<file path="config.mk">
export PLATFORM = sky130hd
export DESIGN_NAME = snake_startscreen
export DESIGN_NICKNAME = d
export VERILOG_FILES = /design/src/startscreen_pkg.sv /design/src/snake_startscreen.sv /design/src/draw_sequencer.sv /design/src/screen_text_rom.sv /design/src/menu_state.sv
export SDC_FILE = /design/constraint.sdc
export NUM_CORES = 1
export LEC_CHECK = 0
export BUFFER_PORTS_ARGS = -buffer_cell sky130_fd_sc_hd__buf_2
export CAP_MARGIN = 20
export CORE_MARGIN = 2
export CORE_UTILIZATION = 30
export CTS_CLUSTER_DIAMETER = 200
export CTS_CLUSTER_SIZE = 28
export DETAILED_ROUTE_END_ITERATION = 12
export SLEW_MARGIN = 20
export SYNTH_ARGS = -nofsm -noshare
export SYNTH_HDL_FRONTEND = slang
export SYNTH_SLANG_ARGS = --single-unit
</file>
<file path="constraint.sdc">
create_clock -name clk -period 9.18 [get_ports clk]
set_input_delay 1.836 -clock clk [delete_from_list [all_inputs] [get_ports clk]]
set_output_delay 1.836 -clock clk [all_outputs]
set_load 0.05 [all_outputs]
</file>
<file path="src/startscreen_pkg.sv">
`default_nettype none

package startscreen_pkg;

    typedef logic [9:0] x_coord_t;
    typedef logic [8:0] y_coord_t;
    typedef logic [7:0] glyph_t;   // ASCII code, or line length.
    typedef logic [7:0] color_t;
    typedef logic [2:0] level_t;

    // Graphics engine opcodes.
    typedef enum logic [3:0] {
        OP_CLEAR = 4'h1,
        OP_LINE  = 4'h9,
        OP_CHAR  = 4'ha
    } draw_op_t;

    // One command word per handshake, 39 bits.
    typedef struct packed {
        draw_op_t op;
        x_coord_t x;
        y_coord_t y;
        glyph_t   glyph;
        color_t   color;
    } draw_cmd_t;

    typedef enum logic [1:0] {
        SCR_MAIN_FULL = 2'd0,
        SCR_MAIN_NAV  = 2'd1,
        SCR_SETTINGS  = 2'd2
    } screen_t;

    typedef enum logic [0:0] {
        PAGE_MAIN     = 1'b0,
        PAGE_SETTINGS = 1'b1
    } page_t;

    typedef struct packed {
        page_t      page;
        logic       main_row;
        logic [1:0] set_row;
        level_t     level;
    } menu_view_t;

    typedef enum logic [2:0] {
        CLS_BACKGROUND = 3'd0,
        CLS_LABEL      = 3'd1,
        CLS_MAIN_ROW0  = 3'd2,
        CLS_MAIN_ROW1  = 3'd3,
        CLS_SET_ROW    = 3'd4  // Row taken from the entry.
    } color_class_t;

    typedef struct packed {
        draw_op_t     op;
        x_coord_t     x;
        y_coord_t     y;
        glyph_t       glyph;
        color_class_t color_class;
        logic [1:0]   row;
        logic         add_level;
        logic         last;
    } text_entry_t;

    parameter color_t COLOR_BACKGROUND = 8'hff;
    parameter color_t COLOR_LABEL      = 8'h03;
    parameter color_t COLOR_CURSOR_ON  = 8'h3c;
    parameter color_t COLOR_CURSOR_OFF = 8'hff;
    parameter color_t COLOR_ROW_ON     = 8'h03;
    parameter color_t COLOR_ROW_OFF    = 8'h00;

endpackage

`default_nettype wire
</file>
<file path="src/snake_startscreen.sv">
`default_nettype none

module snake_startscreen #(
    parameter startscreen_pkg::level_t LEVEL_INIT = 3'd1
) (
    input  wire logic                       clk,
    input  wire logic                       rst,
    input  wire logic                       up,
    input  wire logic                       down,
    input  wire logic                       right,
    output      logic                       start,
    output      startscreen_pkg::level_t    level,
    output      startscreen_pkg::draw_cmd_t cmd,
    output      logic                       cmd_req,
    input  wire logic                       cmd_ack
);

    import startscreen_pkg::*;

    menu_view_t  view;
    logic        redraw;
    screen_t     redraw_screen;
    logic        busy;
    screen_t     entry_screen;
    logic [4:0]  entry_index;
    text_entry_t entry;

    assign level = view.level;

    menu_state #(
        .LEVEL_INIT(LEVEL_INIT)
    ) menu_state_i (
        .clk          (clk),
        .rst          (rst),
        .up           (up),
        .down         (down),
        .right        (right),
        .busy         (busy),
        .view         (view),
        .redraw       (redraw),
        .redraw_screen(redraw_screen),
        .start        (start)
    );

    screen_text_rom screen_text_rom_i (
        .entry_screen(entry_screen),
        .entry_index (entry_index),
        .entry       (entry)
    );

    draw_sequencer draw_sequencer_i (
        .clk          (clk),
        .rst          (rst),
        .redraw       (redraw),
        .redraw_screen(redraw_screen),
        .view         (view),
        .entry        (entry),
        .entry_screen (entry_screen),
        .entry_index  (entry_index),
        .busy         (busy),
        .cmd          (cmd),
        .cmd_req      (cmd_req),
        .cmd_ack      (cmd_ack)
    );

endmodule

`default_nettype wire

</file>
<file path="src/draw_sequencer.sv">
`default_nettype none

module draw_sequencer (
    input  wire logic                         clk,
    input  wire logic                         rst,
    input  wire logic                         redraw,
    input  wire startscreen_pkg::screen_t     redraw_screen,
    input  wire startscreen_pkg::menu_view_t  view,
    input  wire startscreen_pkg::text_entry_t entry,
    output      startscreen_pkg::screen_t     entry_screen,
    output      logic [4:0]                   entry_index,
    output      logic                         busy,
    output      startscreen_pkg::draw_cmd_t   cmd,
    output      logic                         cmd_req,
    input  wire logic                         cmd_ack
);

    import startscreen_pkg::*;

    typedef enum logic [1:0] {
        ST_IDLE,
        ST_REQ,      // req high, waiting for ack high.
        ST_RELEASE   // req low, waiting for ack low.
    } seq_state_t;

    seq_state_t state;
    screen_t    scr_q;
    logic       last_q;
    logic       load;

    function automatic draw_cmd_t resolve(text_entry_t e, menu_view_t v);
        draw_cmd_t c;
        c.op    = e.op;
        c.x     = e.x;
        c.y     = e.y;
        c.glyph = e.add_level ? e.glyph + glyph_t'(v.level) : e.glyph;
        case (e.color_class)
            CLS_BACKGROUND: c.color = COLOR_BACKGROUND;
            CLS_LABEL:      c.color = COLOR_LABEL;
            CLS_MAIN_ROW0:  c.color = !v.main_row ? COLOR_CURSOR_ON : COLOR_CURSOR_OFF;
            CLS_MAIN_ROW1:  c.color = v.main_row ? COLOR_CURSOR_ON : COLOR_CURSOR_OFF;
            CLS_SET_ROW:    c.color = (e.row == v.set_row) ? COLOR_ROW_ON : COLOR_ROW_OFF;
            default:        c.color = COLOR_BACKGROUND;
        endcase
        return c;
    endfunction

    // Table is addressed with the new screen while the redraw pulse is up.
    assign entry_screen = redraw ? redraw_screen : scr_q;

    // A command word is taken on a new screen or once the previous ack has dropped.
    assign load = (state == ST_IDLE && redraw) ||
                  (state == ST_RELEASE && !cmd_ack && !last_q);

    always_ff @(posedge clk) begin
        if (rst) begin
            state       <= ST_IDLE;
            busy        <= 1'b0;
            cmd_req     <= 1'b0;
            entry_index <= 5'd0;
        end else begin
            case (state)
                ST_IDLE: begin
                    if (redraw) begin
                        busy    <= 1'b1;
                        cmd_req <= 1'b1;
                        state   <= ST_REQ;
                    end
                end
                ST_REQ: begin
                    if (cmd_ack) begin
                        cmd_req     <= 1'b0;
                        entry_index <= last_q ? 5'd0 : entry_index + 5'd1;
                        state       <= ST_RELEASE;
                    end
                end
                ST_RELEASE: begin
                    if (!cmd_ack) begin
                        if (last_q) begin
                            busy  <= 1'b0;
                            state <= ST_IDLE;
                        end else begin
                            cmd_req <= 1'b1;
                            state   <= ST_REQ;
                        end
                    end
                end
                default: state <= ST_IDLE;
            endcase
        end
    end

    always_ff @(posedge clk) begin
        if (state == ST_IDLE && redraw) begin
            scr_q <= redraw_screen;
        end
        if (load) begin
            cmd    <= resolve(entry, view);
            last_q <= entry.last;
        end
    end

endmodule

`default_nettype wire

</file>
<file path="src/screen_text_rom.sv">
`default_nettype none

module screen_text_rom (
    input  wire startscreen_pkg::screen_t     entry_screen,
    input  wire logic [4:0]                   entry_index,
    output      startscreen_pkg::text_entry_t entry
);

    import startscreen_pkg::*;

    function automatic text_entry_t mk_clear();
        text_entry_t e;
        e = '0;
        e.op          = OP_CLEAR;
        e.color_class = CLS_BACKGROUND;
        return e;
    endfunction

    function automatic text_entry_t mk_char(x_coord_t x, y_coord_t y, glyph_t g,
                                            color_class_t cls, logic [1:0] row);
        text_entry_t e;
        e = '0;
        e.op          = OP_CHAR;
        e.x           = x;
        e.y           = y;
        e.glyph       = g;
        e.color_class = cls;
        e.row         = row;
        return e;
    endfunction

    function automatic text_entry_t mk_line(x_coord_t x, y_coord_t y, glyph_t len,
                                            color_class_t cls);
        text_entry_t e;
        e = '0;
        e.op          = OP_LINE;
        e.x           = x;
        e.y           = y;
        e.glyph       = len;
        e.color_class = cls;
        return e;
    endfunction

    always_comb begin
        entry      = '0;
        entry.last = 1'b1;  // Past the end stops the walk.
        case (entry_screen)
            SCR_MAIN_FULL: begin
                case (entry_index)
                    5'd0:  entry = mk_clear();
                    5'd1:  entry = mk_char(10'd290, 9'd340, "S", CLS_LABEL, 2'd0);
                    5'd2:  entry = mk_char(10'd302, 9'd340, "T", CLS_LABEL, 2'd0);
                    5'd3:  entry = mk_char(10'd314, 9'd340, "A", CLS_LABEL, 2'd0);
                    5'd4:  entry = mk_char(10'd326, 9'd340, "R", CLS_LABEL, 2'd0);
                    5'd5:  entry = mk_char(10'd338, 9'd340, "T", CLS_LABEL, 2'd0);
                    5'd6:  entry = mk_char(10'd272, 9'd365, "S", CLS_LABEL, 2'd0);
                    5'd7:  entry = mk_char(10'd284, 9'd365, "E", CLS_LABEL, 2'd0);
                    5'd8:  entry = mk_char(10'd296, 9'd365, "T", CLS_LABEL, 2'd0);
                    5'd9:  entry = mk_char(10'd308, 9'd365, "T", CLS_LABEL, 2'd0);
                    5'd10: entry = mk_char(10'd320, 9'd365, "I", CLS_LABEL, 2'd0);
                    5'd11: entry = mk_char(10'd332, 9'd365, "N", CLS_LABEL, 2'd0);
                    5'd12: entry = mk_char(10'd344, 9'd365, "G", CLS_LABEL, 2'd0);
                    5'd13: entry = mk_char(10'd356, 9'd365, "S", CLS_LABEL, 2'd0);
                    5'd14: entry = mk_line(10'd290, 9'd362, 8'd60, CLS_MAIN_ROW0);
                    5'd15: entry = mk_line(10'd272, 9'd387, 8'd96, CLS_MAIN_ROW1);
                    default: ;
                endcase
                entry.last = entry.last | (entry_index == 5'd15);
            end
            SCR_MAIN_NAV: begin
                // Underlines only.
                case (entry_index)
                    5'd0: entry = mk_line(10'd290, 9'd362, 8'd60, CLS_MAIN_ROW0);
                    5'd1: entry = mk_line(10'd272, 9'd387, 8'd96, CLS_MAIN_ROW1);
                    default: ;
                endcase
                entry.last = entry.last | (entry_index == 5'd1);
            end
            SCR_SETTINGS: begin
                case (entry_index)
                    5'd0:  entry = mk_clear();
                    5'd1:  entry = mk_char(10'd48, 9'd60, "M", CLS_SET_ROW, 2'd0);
                    5'd2:  entry = mk_char(10'd60, 9'd60, "O", CLS_SET_ROW, 2'd0);
                    5'd3:  entry = mk_char(10'd72, 9'd60, "D", CLS_SET_ROW, 2'd0);
                    5'd4:  entry = mk_char(10'd84, 9'd60, "E", CLS_SET_ROW, 2'd0);
                    5'd5:  entry = mk_char(10'd48, 9'd100, "L", CLS_SET_ROW, 2'd1);
                    5'd6:  entry = mk_char(10'd60, 9'd100, "E", CLS_SET_ROW, 2'd1);
                    5'd7:  entry = mk_char(10'd72, 9'd100, "V", CLS_SET_ROW, 2'd1);
                    5'd8:  entry = mk_char(10'd84, 9'd100, "E", CLS_SET_ROW, 2'd1);
                    5'd9:  entry = mk_char(10'd96, 9'd100, "L", CLS_SET_ROW, 2'd1);
                    5'd10: begin
                        entry = mk_char(10'd132, 9'd100, "1", CLS_SET_ROW, 2'd1);
                        entry.add_level = 1'b1;  // Digit follows the level.
                    end
                    5'd11: entry = mk_char(10'd48, 9'd140, "M", CLS_SET_ROW, 2'd2);
                    5'd12: entry = mk_char(10'd60, 9'd140, "A", CLS_SET_ROW, 2'd2);
                    5'd13: entry = mk_char(10'd72, 9'd140, "P", CLS_SET_ROW, 2'd2);
                    5'd14: entry = mk_char(10'd102, 9'd200, "O", CLS_SET_ROW, 2'd3);
                    5'd15: entry = mk_char(10'd114, 9'd200, "K", CLS_SET_ROW, 2'd3);
                    default: ;
                endcase
                entry.last = entry.last | (entry_index == 5'd15);
            end
            default: ;
        endcase
    end

endmodule

`default_nettype wire

</file>
<file path="src/menu_state.sv">
`default_nettype none

module menu_state #(
    parameter startscreen_pkg::level_t LEVEL_INIT = 3'd1
) (
    input  wire logic                        clk,
    input  wire logic                        rst,
    input  wire logic                        up,
    input  wire logic                        down,
    input  wire logic                        right,
    input  wire logic                        busy,
    output      startscreen_pkg::menu_view_t view,
    output      logic                        redraw,
    output      startscreen_pkg::screen_t    redraw_screen,
    output      logic                        start
);

    import startscreen_pkg::*;

    logic init_q;   // First full redraw still owed.
    logic accept;

    // Buttons are dropped while a screen is in flight.
    assign accept = !busy && !redraw && !init_q;

    always_ff @(posedge clk) begin
        if (rst) begin
            view <= '{page: PAGE_MAIN, main_row: 1'b0, set_row: 2'd0, level: LEVEL_INIT};
            init_q <= 1'b1;
            redraw <= 1'b0;
            start  <= 1'b0;
        end else begin
            init_q <= 1'b0;
            redraw <= 1'b0;
            start  <= 1'b0;
            if (init_q) begin
                redraw <= 1'b1;
            end else if (accept) begin
                case (view.page)
                    PAGE_MAIN: begin
                        if (right) begin
                            if (!view.main_row) begin
                                start <= 1'b1;
                            end else begin
                                view.page    <= PAGE_SETTINGS;
                                view.set_row <= 2'd0;
                                redraw       <= 1'b1;
                            end
                        end else if (up || down) begin
                            view.main_row <= !view.main_row;  // Two rows, so both toggle.
                            redraw        <= 1'b1;
                        end
                    end
                    default: begin
                        if (right) begin
                            if (view.set_row == 2'd1) begin
                                view.level <= view.level + 3'd1;  // Wraps 7 to 0.
                                redraw     <= 1'b1;
                            end else if (view.set_row == 2'd3) begin
                                view.page    <= PAGE_MAIN;
                                view.set_row <= 2'd0;
                                redraw       <= 1'b1;
                            end
                        end else if (up) begin
                            view.set_row <= view.set_row - 2'd1;
                            redraw       <= 1'b1;
                        end else if (down) begin
                            view.set_row <= view.set_row + 2'd1;
                            redraw       <= 1'b1;
                        end
                    end
                endcase
            end
        end
    end

    // Screen that goes with the redraw pulse.
    always_ff @(posedge clk) begin
        if (init_q) begin
            redraw_screen <= SCR_MAIN_FULL;
        end else if (accept) begin
            case (view.page)
                PAGE_MAIN: begin
                    if (right) begin
                        redraw_screen <= SCR_SETTINGS;
                    end else begin
                        redraw_screen <= SCR_MAIN_NAV;
                    end
                end
                default: begin
                    if (right && view.set_row == 2'd3) begin
                        redraw_screen <= SCR_MAIN_FULL;
                    end else begin
                        redraw_screen <= SCR_SETTINGS;
                    end
                end
            endcase
        end
    end

endmodule

`default_nettype wire

</file>
### Yosys cells after proc, flatten, opt, wreduce, memory -nomap -nowiden

Index checks and enable logic that the tools add are counted.

| cells by class | value |
|---|---|
| add/sub/neg operators | 5 |
| multiply operators | 0 |
| div/mod/pow operators | 0 |
| order comparisons | 0 |
| equal/unequal tests | 33 |
| shifts and indexed selects | 0 |
| muxes and demuxes | 56 |
| bitwise gates (word level) | 7 |
| reduce and logical (&&, ||, !) cells | 31 |

Operators with widths:

| kind | number |
|---|---|
| case mux 38 bit (16 select lines) | 2 |
| two-way mux 38 bit | 3 |
| case mux 38 bit (3 select lines) | 1 |
| case mux 38 bit (2 select lines) | 1 |
| == test 5 x 4 -> 1 bit (second input constant) | 8 |
| two-way mux 2 bit | 16 |
| case mux 8 bit (4 select lines) | 1 |
| two-way mux 1 bit | 25 |
| two-way mux 8 bit | 3 |
| == test 5 x 3 -> 1 bit (second input constant) | 4 |
| AND reduction 5 bit | 3 |
| == test 5 x 2 -> 1 bit (second input constant) | 2 |
| adder 8 x 3 -> 8 bit | 1 |
| inequality test 2 bit (second input constant) | 4 |
| AND reduction 7 bit | 1 |
| == test 2 x 1 -> 1 bit (second input constant) | 3 |
| == test 2 bit (second input constant) | 3 |
| == test 3 x 2 -> 1 bit (second input constant) | 2 |
| logical AND 1 bit | 6 |
| logical NOT 1 bit | 6 |
| inequality test 3 bit (second input constant) | 2 |
| case mux 2 bit (3 select lines) | 1 |
| nonzero test 2 bit | 3 |
| nonzero test 3 bit | 2 |
| other kinds (21) | 29 |

| storage, ports and cells | value |
|---|---|
| register bits after elaboration | 63 |
| bits in latches | 0 |
| RAM bits | 0 |
| ROM bits | 0 |
| logic and storage cells | 151 |
| memories kept | 0 |

### Logic depth before layout (Yosys ltp)

| depth | value |
|---|---|
| word-level depth | 8 |
| gate-level depth with buffers | 15 |

### Modules after synthesis

Synthesis repeated with hierarchy kept, for this count alone.

| second synthesis, totals | value |
|---|---|
| cells, all modules | 387 |
| area, all modules | 3687.3 µm² |

Modules (own cells, without submodules):

| module | instances | cells an instance | area each (µm²) | seq. area each (µm²) |
|---|---|---|---|---|
| draw_sequencer | 1 | 132 | 1893.1 | 1291.2 |
| screen_text_rom | 1 | 191 | 1197.4 | 0.0 |
| menu_state | 1 | 64 | 596.8 | 240.2 |

### Worst setup path after synthesis

OpenSTA, ideal clock, no wires.

| timing | value |
|---|---|
| path kind | in2reg |
| from | input port cmd_ack |
| to | register draw_sequencer_i.cmd[10] (netlist name) |
| library setup time | 0.422 ns |
| arrival time | 3.363 ns |
| required time | 8.758 ns |
| slack | 5.395 ns |
| stages on the path | 3 |
| cell sequence | nor2_1 -> mux2i_1 -> nor2_1 |

| between the ends | value |
|---|---|
| longest elaborated chain between the ends | 4 |

Ends and longest elaborated chain:

| what | RTL line | source |
|---|---|---|
| start: declaration | snake_startscreen.sv:15 | `input wire logic cmd_ack` |
| logical NOT 1 bit | draw_sequencer.sv:53 | `(state == ST_RELEASE && !cmd_ack && !last_q);` |
| logical AND 1 bit (2 in a row) | draw_sequencer.sv:53 |  |
| logical OR 1 bit | draw_sequencer.sv:52 | `assign load = (state == ST_IDLE && redraw) \|\|` |
| net draw_sequencer_i.load | draw_sequencer.sv:29 | `logic load;` |

The timed path passes the listed nets, and every way through them passes these cells.
A chain may end at the register's enable or synchronous reset.

### Final worst setup path

| timing | value |
|---|---|
| from | register draw_sequencer_i.entry_index[0] |
| to | register draw_sequencer_i.cmd[12] (netlist name) |

| between the ends | value |
|---|---|
| longest elaborated chain between the ends | 6 |
| elaborated cells between the ends (all ways) | 25 |

Ends and longest elaborated chain:

| what | RTL line | source |
|---|---|---|
| start: declaration | draw_sequencer.sv:11 | `output logic [4:0] entry_index,` |
| start signal: assignment | draw_sequencer.sv:73 | `entry_index <= last_q ? 5'd0 : entry_index + 5'd1;` |
| == test 5 x 4 -> 1 bit, or another cell as far along | screen_text_rom.sv:49, screen_text_rom.sv:80 |  |
| case mux 38 bit (16 select lines), or another cell as far along | screen_text_rom.sv:80 | `case (entry_index)` |
| two-way mux 38 bit | screen_text_rom.sv:47 | `case (entry_screen)` |
| case mux 38 bit (3 select lines) * | screen_text_rom.sv:47 |  |
| adder 8 x 3 -> 8 bit | draw_sequencer.sv:36 | `c.glyph = e.add_level ? e.glyph + glyph_t'(v.level) : e.glyph;` |
| two-way mux 8 bit * | draw_sequencer.sv:36 |  |

Every way passes the cells marked *; elsewhere a longest branch is shown, timed or not. The select of a mux whose other input is x is not followed.

==> reports/summary.txt <==
Post-route ant nets -> 0
First-pass GRT wire length -> 14.74 mm
Port Buffers -> 46
DRC violations left -> 0
Relative slew slack -> 48.42%
Worst-margin pin slew -> 0.7726 ns
Largest net degree at the start of global routing -> 45
Total routed wirelength -> 9.072 mm
DRT Pass-1 Iters -> 5
Clk buf depth -> 2
Cell variety after synth -> 73
HP Class -> reg -> reg
Post-Syn Area -> 3667 sq um
RSZ-0062 raised after global routing -> false
Rows -> 40
Worst Setup Start Kind -> flip-flop
Number of synthesis warnings -> 0
WHS Endpoint -> menu_state_i.redraw_screen[1]
FFs w/ async S/R, synth -> 0%
Worst Reg-to-Reg Cells -> 12
Area Overhead vs Synth -> 9.383%
GPL Wtd Cong -> 0.9011
CTS Hold Buffers Added -> 0
CP dominant cell by count -> ha_1
Clock Latency Late Sink -> 0.29 ns
Initial antenna violation count -> 0
Gr usage total -> 14.24%
Nets@finish -> 458
Crit path cell chain -> ha_1, and3_1, ha_1, or2_4, a211oi_1, o32ai_2, ha_1, inv_1, fa_1, inv_1, a21oi_1, o32a_1
Seq/Total Area, Yosys -> 38.49%
Vias per cell -> 5.283
Die width -> 114.6 microns
# setup viols final -> 0
Initial Utilization -> 30.66%
Dominant synthesized flop cell -> edfxtp_1
DR iter-0 viols -> 243
Final Cycle Share -> 41.65%
Setup Fix Bufs, Post-CTS -> 0
Core box area -> 11,960 sq um
H-Tree Depth -> 2
Avg WL per Cell -> 15.45 microns
Commonest non-fill, non-tap cell in the layout -> nor2_1
Die area -> 13,130 sq um
Worst r2r src -> draw_sequencer_i.entry_index[0]
Ports -> 50
CP max stage cell -> ha_1
Setup TNS -> 0 ns
Crit path buf inv count -> 2
Inserted Diodes -> 0
CP peak stage delay -> 0.70 ns
Family with the most delay on the worst path -> adder cells
Vias in the first global route -> 2,911
P per Cell Area -> 147.7 nW/um^2
Die Ht -> 114.6 microns
Hold Path Depth -> 1
Total number of vias -> 3,101
Count of flip-flops with a built-in enable after synthesis -> 33
Setup Crit Path Kind -> reg -> reg
Slew Limit Fails -> 0
Worst Path Arrival -> 3.87 ns
RR Endpoint -> draw_sequencer_i.cmd[12]
Post-CTS Resized -> 0
CTS buffer count -> 5
Outcome -> completed
CTS tree -> done
Final hold vios -> 0
Layout cells sized above 1 -> 17.27%
Clk_skew -> 0.006032 ns
Worst hold path startpoint -> menu_state_i.init_q
Post-DP HPWL -> 6.597 mm
Overall Power -> 592.4 uW
Sinks on Clock Net -> 54
Crit end category -> flip-flop
Register-to-register setup slack -> 5.36 ns
Seq cells post-synth -> 54
Worst EP required -> 9.23 ns
CP max FO -> 21
Fmax -> 0.2615 GHz
Commonest cells after routing, fill and taps aside -> nor2_1 (51), buf_2 (46), a21oi_1 (36)
Global route overflow -> 0
Worst vdd ir -> 67.12 uV
Pleak -> 0.001563 uW
Root buffer cell -> clkbuf_16
Worst-path clk slew -> 0.07 ns
Tmin final -> 3.824 ns
Post-Syn Instances -> 421
Synth Area per Inst -> 8.711 sq um
MaxCap Viol Count -> 0
through the flow:
step	cells	util (%)	cell area [sq um]	setup WS, ns	hold WS (ns)
4_1_cts	587	33.54	4011	5.365	0.4721
6_report	587	33.54	4011	5.356	0.4781
3_5_place_dp	579	32.38	3874	5.376	0.4624
5_1_grt	587	33.54	4011	5.094	0.4936
3_3_place_gp	579	32.38	3874	5.487	0.4472
2_1_floorplan	423	-	3675	5.395	0.4326
flip-flops by register name (all words and copies together) (netlist names):
name,count
draw_sequencer_i.last_q,1
menu_state_i.start,1
menu_state_i.redraw_screen,2
draw_sequencer_i.cmd,30
draw_sequencer_i.cmd_req,1
draw_sequencer_i.entry_index,5
menu_state_i.view,7
menu_state_i.redraw,1
draw_sequencer_i.scr_q,2
menu_state_i.init_q,1
draw_sequencer_i.state,2
draw_sequencer_i.busy,1
Yosys cell counts, types with 2 or more instances:
library cell | instances | share of area (%)
xnor2_1 | 3 | 0.72
dfxtp_1 | 21 | 11
o22ai_1 | 5 | 0.85
edfxtp_1 | 33 | 27
a31oi_1 | 7 | 1.2
o21ai_0 | 34 | 4.6
inv_1 | 17 | 1.7
clkbuf_1 | 12 | 1.2
and2_1 | 2 | 0.34
or3_1 | 3 | 0.51
or2_2 | 2 | 0.34
o21a_1 | 5 | 1.0
buf_2 | 9 | 1.2
buf_6 | 3 | 0.92
nor3b_1 | 4 | 0.82
nor4_1 | 3 | 0.51
buf_4 | 16 | 3.3
xor2_1 | 7 | 1.7
a211oi_1 | 4 | 0.82
nand3_1 | 5 | 0.68
mux2i_1 | 6 | 1.6
or2_1 | 2 | 0.34
nand2_1 | 27 | 2.8
nand2b_1 | 12 | 2.0
o31ai_1 | 2 | 0.41
nor3_1 | 18 | 2.5
nand3b_1 | 4 | 0.82
a21o_1 | 3 | 0.61
nor2_1 | 52 | 5.3
o211ai_1 | 3 | 0.61
a21oi_1 | 36 | 4.9
ha_1 | 12 | 4.1
and3_1 | 7 | 1.2
nor2b_1 | 3 | 0.51
layer usage:
| metal | global-route usage [%] | wire, microns | vias to the layer above |
|---|---|---|---|
| met5 | 0 | 0 | - |
| met4 | 5.041 | 216 | 0 |
| met3 | 2.859 | 431 | 16 |
| met2 | 21.93 | 3990 | 82 |
| met1 | 19.80 | 4434 | 1466 |
| li1 | - | - | 1537 |
worst max-delay path by stage:
stage | from | endpoint | slack, ns | depth (start not counted)
2_1_floorplan | cmd_ack | draw_sequencer_i.cmd[10] | 5.40 | 3
3_3_place_gp | draw_sequencer_i.entry_index[0] | draw_sequencer_i.cmd[12] | 5.49 | 12
3_5_place_dp | draw_sequencer_i.entry_index[0] | draw_sequencer_i.cmd[12] | 5.38 | 12
4_1_cts | draw_sequencer_i.entry_index[0] | draw_sequencer_i.cmd[12] | 5.37 | 12
5_1_grt | draw_sequencer_i.entry_index[0] | draw_sequencer_i.cmd[12] | 5.09 | 12
6_report | draw_sequencer_i.entry_index[0] | draw_sequencer_i.cmd[12] | 5.36 | 12
cell type report:
cell class / count / area [sq um]
repair buffers: 50 / 260.3
fillers: 1229 / 7950
multi-input cells: 309 / 1947
clock inverters: 2 / 8.758
clock buffers: 6 / 128.9
well taps: 147 / 183.9
flip-flops and latches: 54 / 1411
inverters: 19 / 71.32
cell families (layout without fill, tap and decap cells):
kind of cell               Yosys count  in the layout  synth area share, %
AOI/OAI and AO/OA                  124            124                22.96
and+or+nand+nor                    152            152                20.71
muxes                                7              7                2.013
DFF                                 54             54                38.49
adders and majority gates           13             13                4.640
other                                1              3               0.1023
xor gates and xnor gates            10             10                2.388
buffers and inverters               60             77                8.700
power by group:
| part | switching (uW) | internal (uW) |
|---|---|---|
| combinational | 93.4 | 32.4 |
| clock | 80.5 | 99.9 |
| sequential | 10.1 | 276 |
Power figures use the tool's default switching activity.
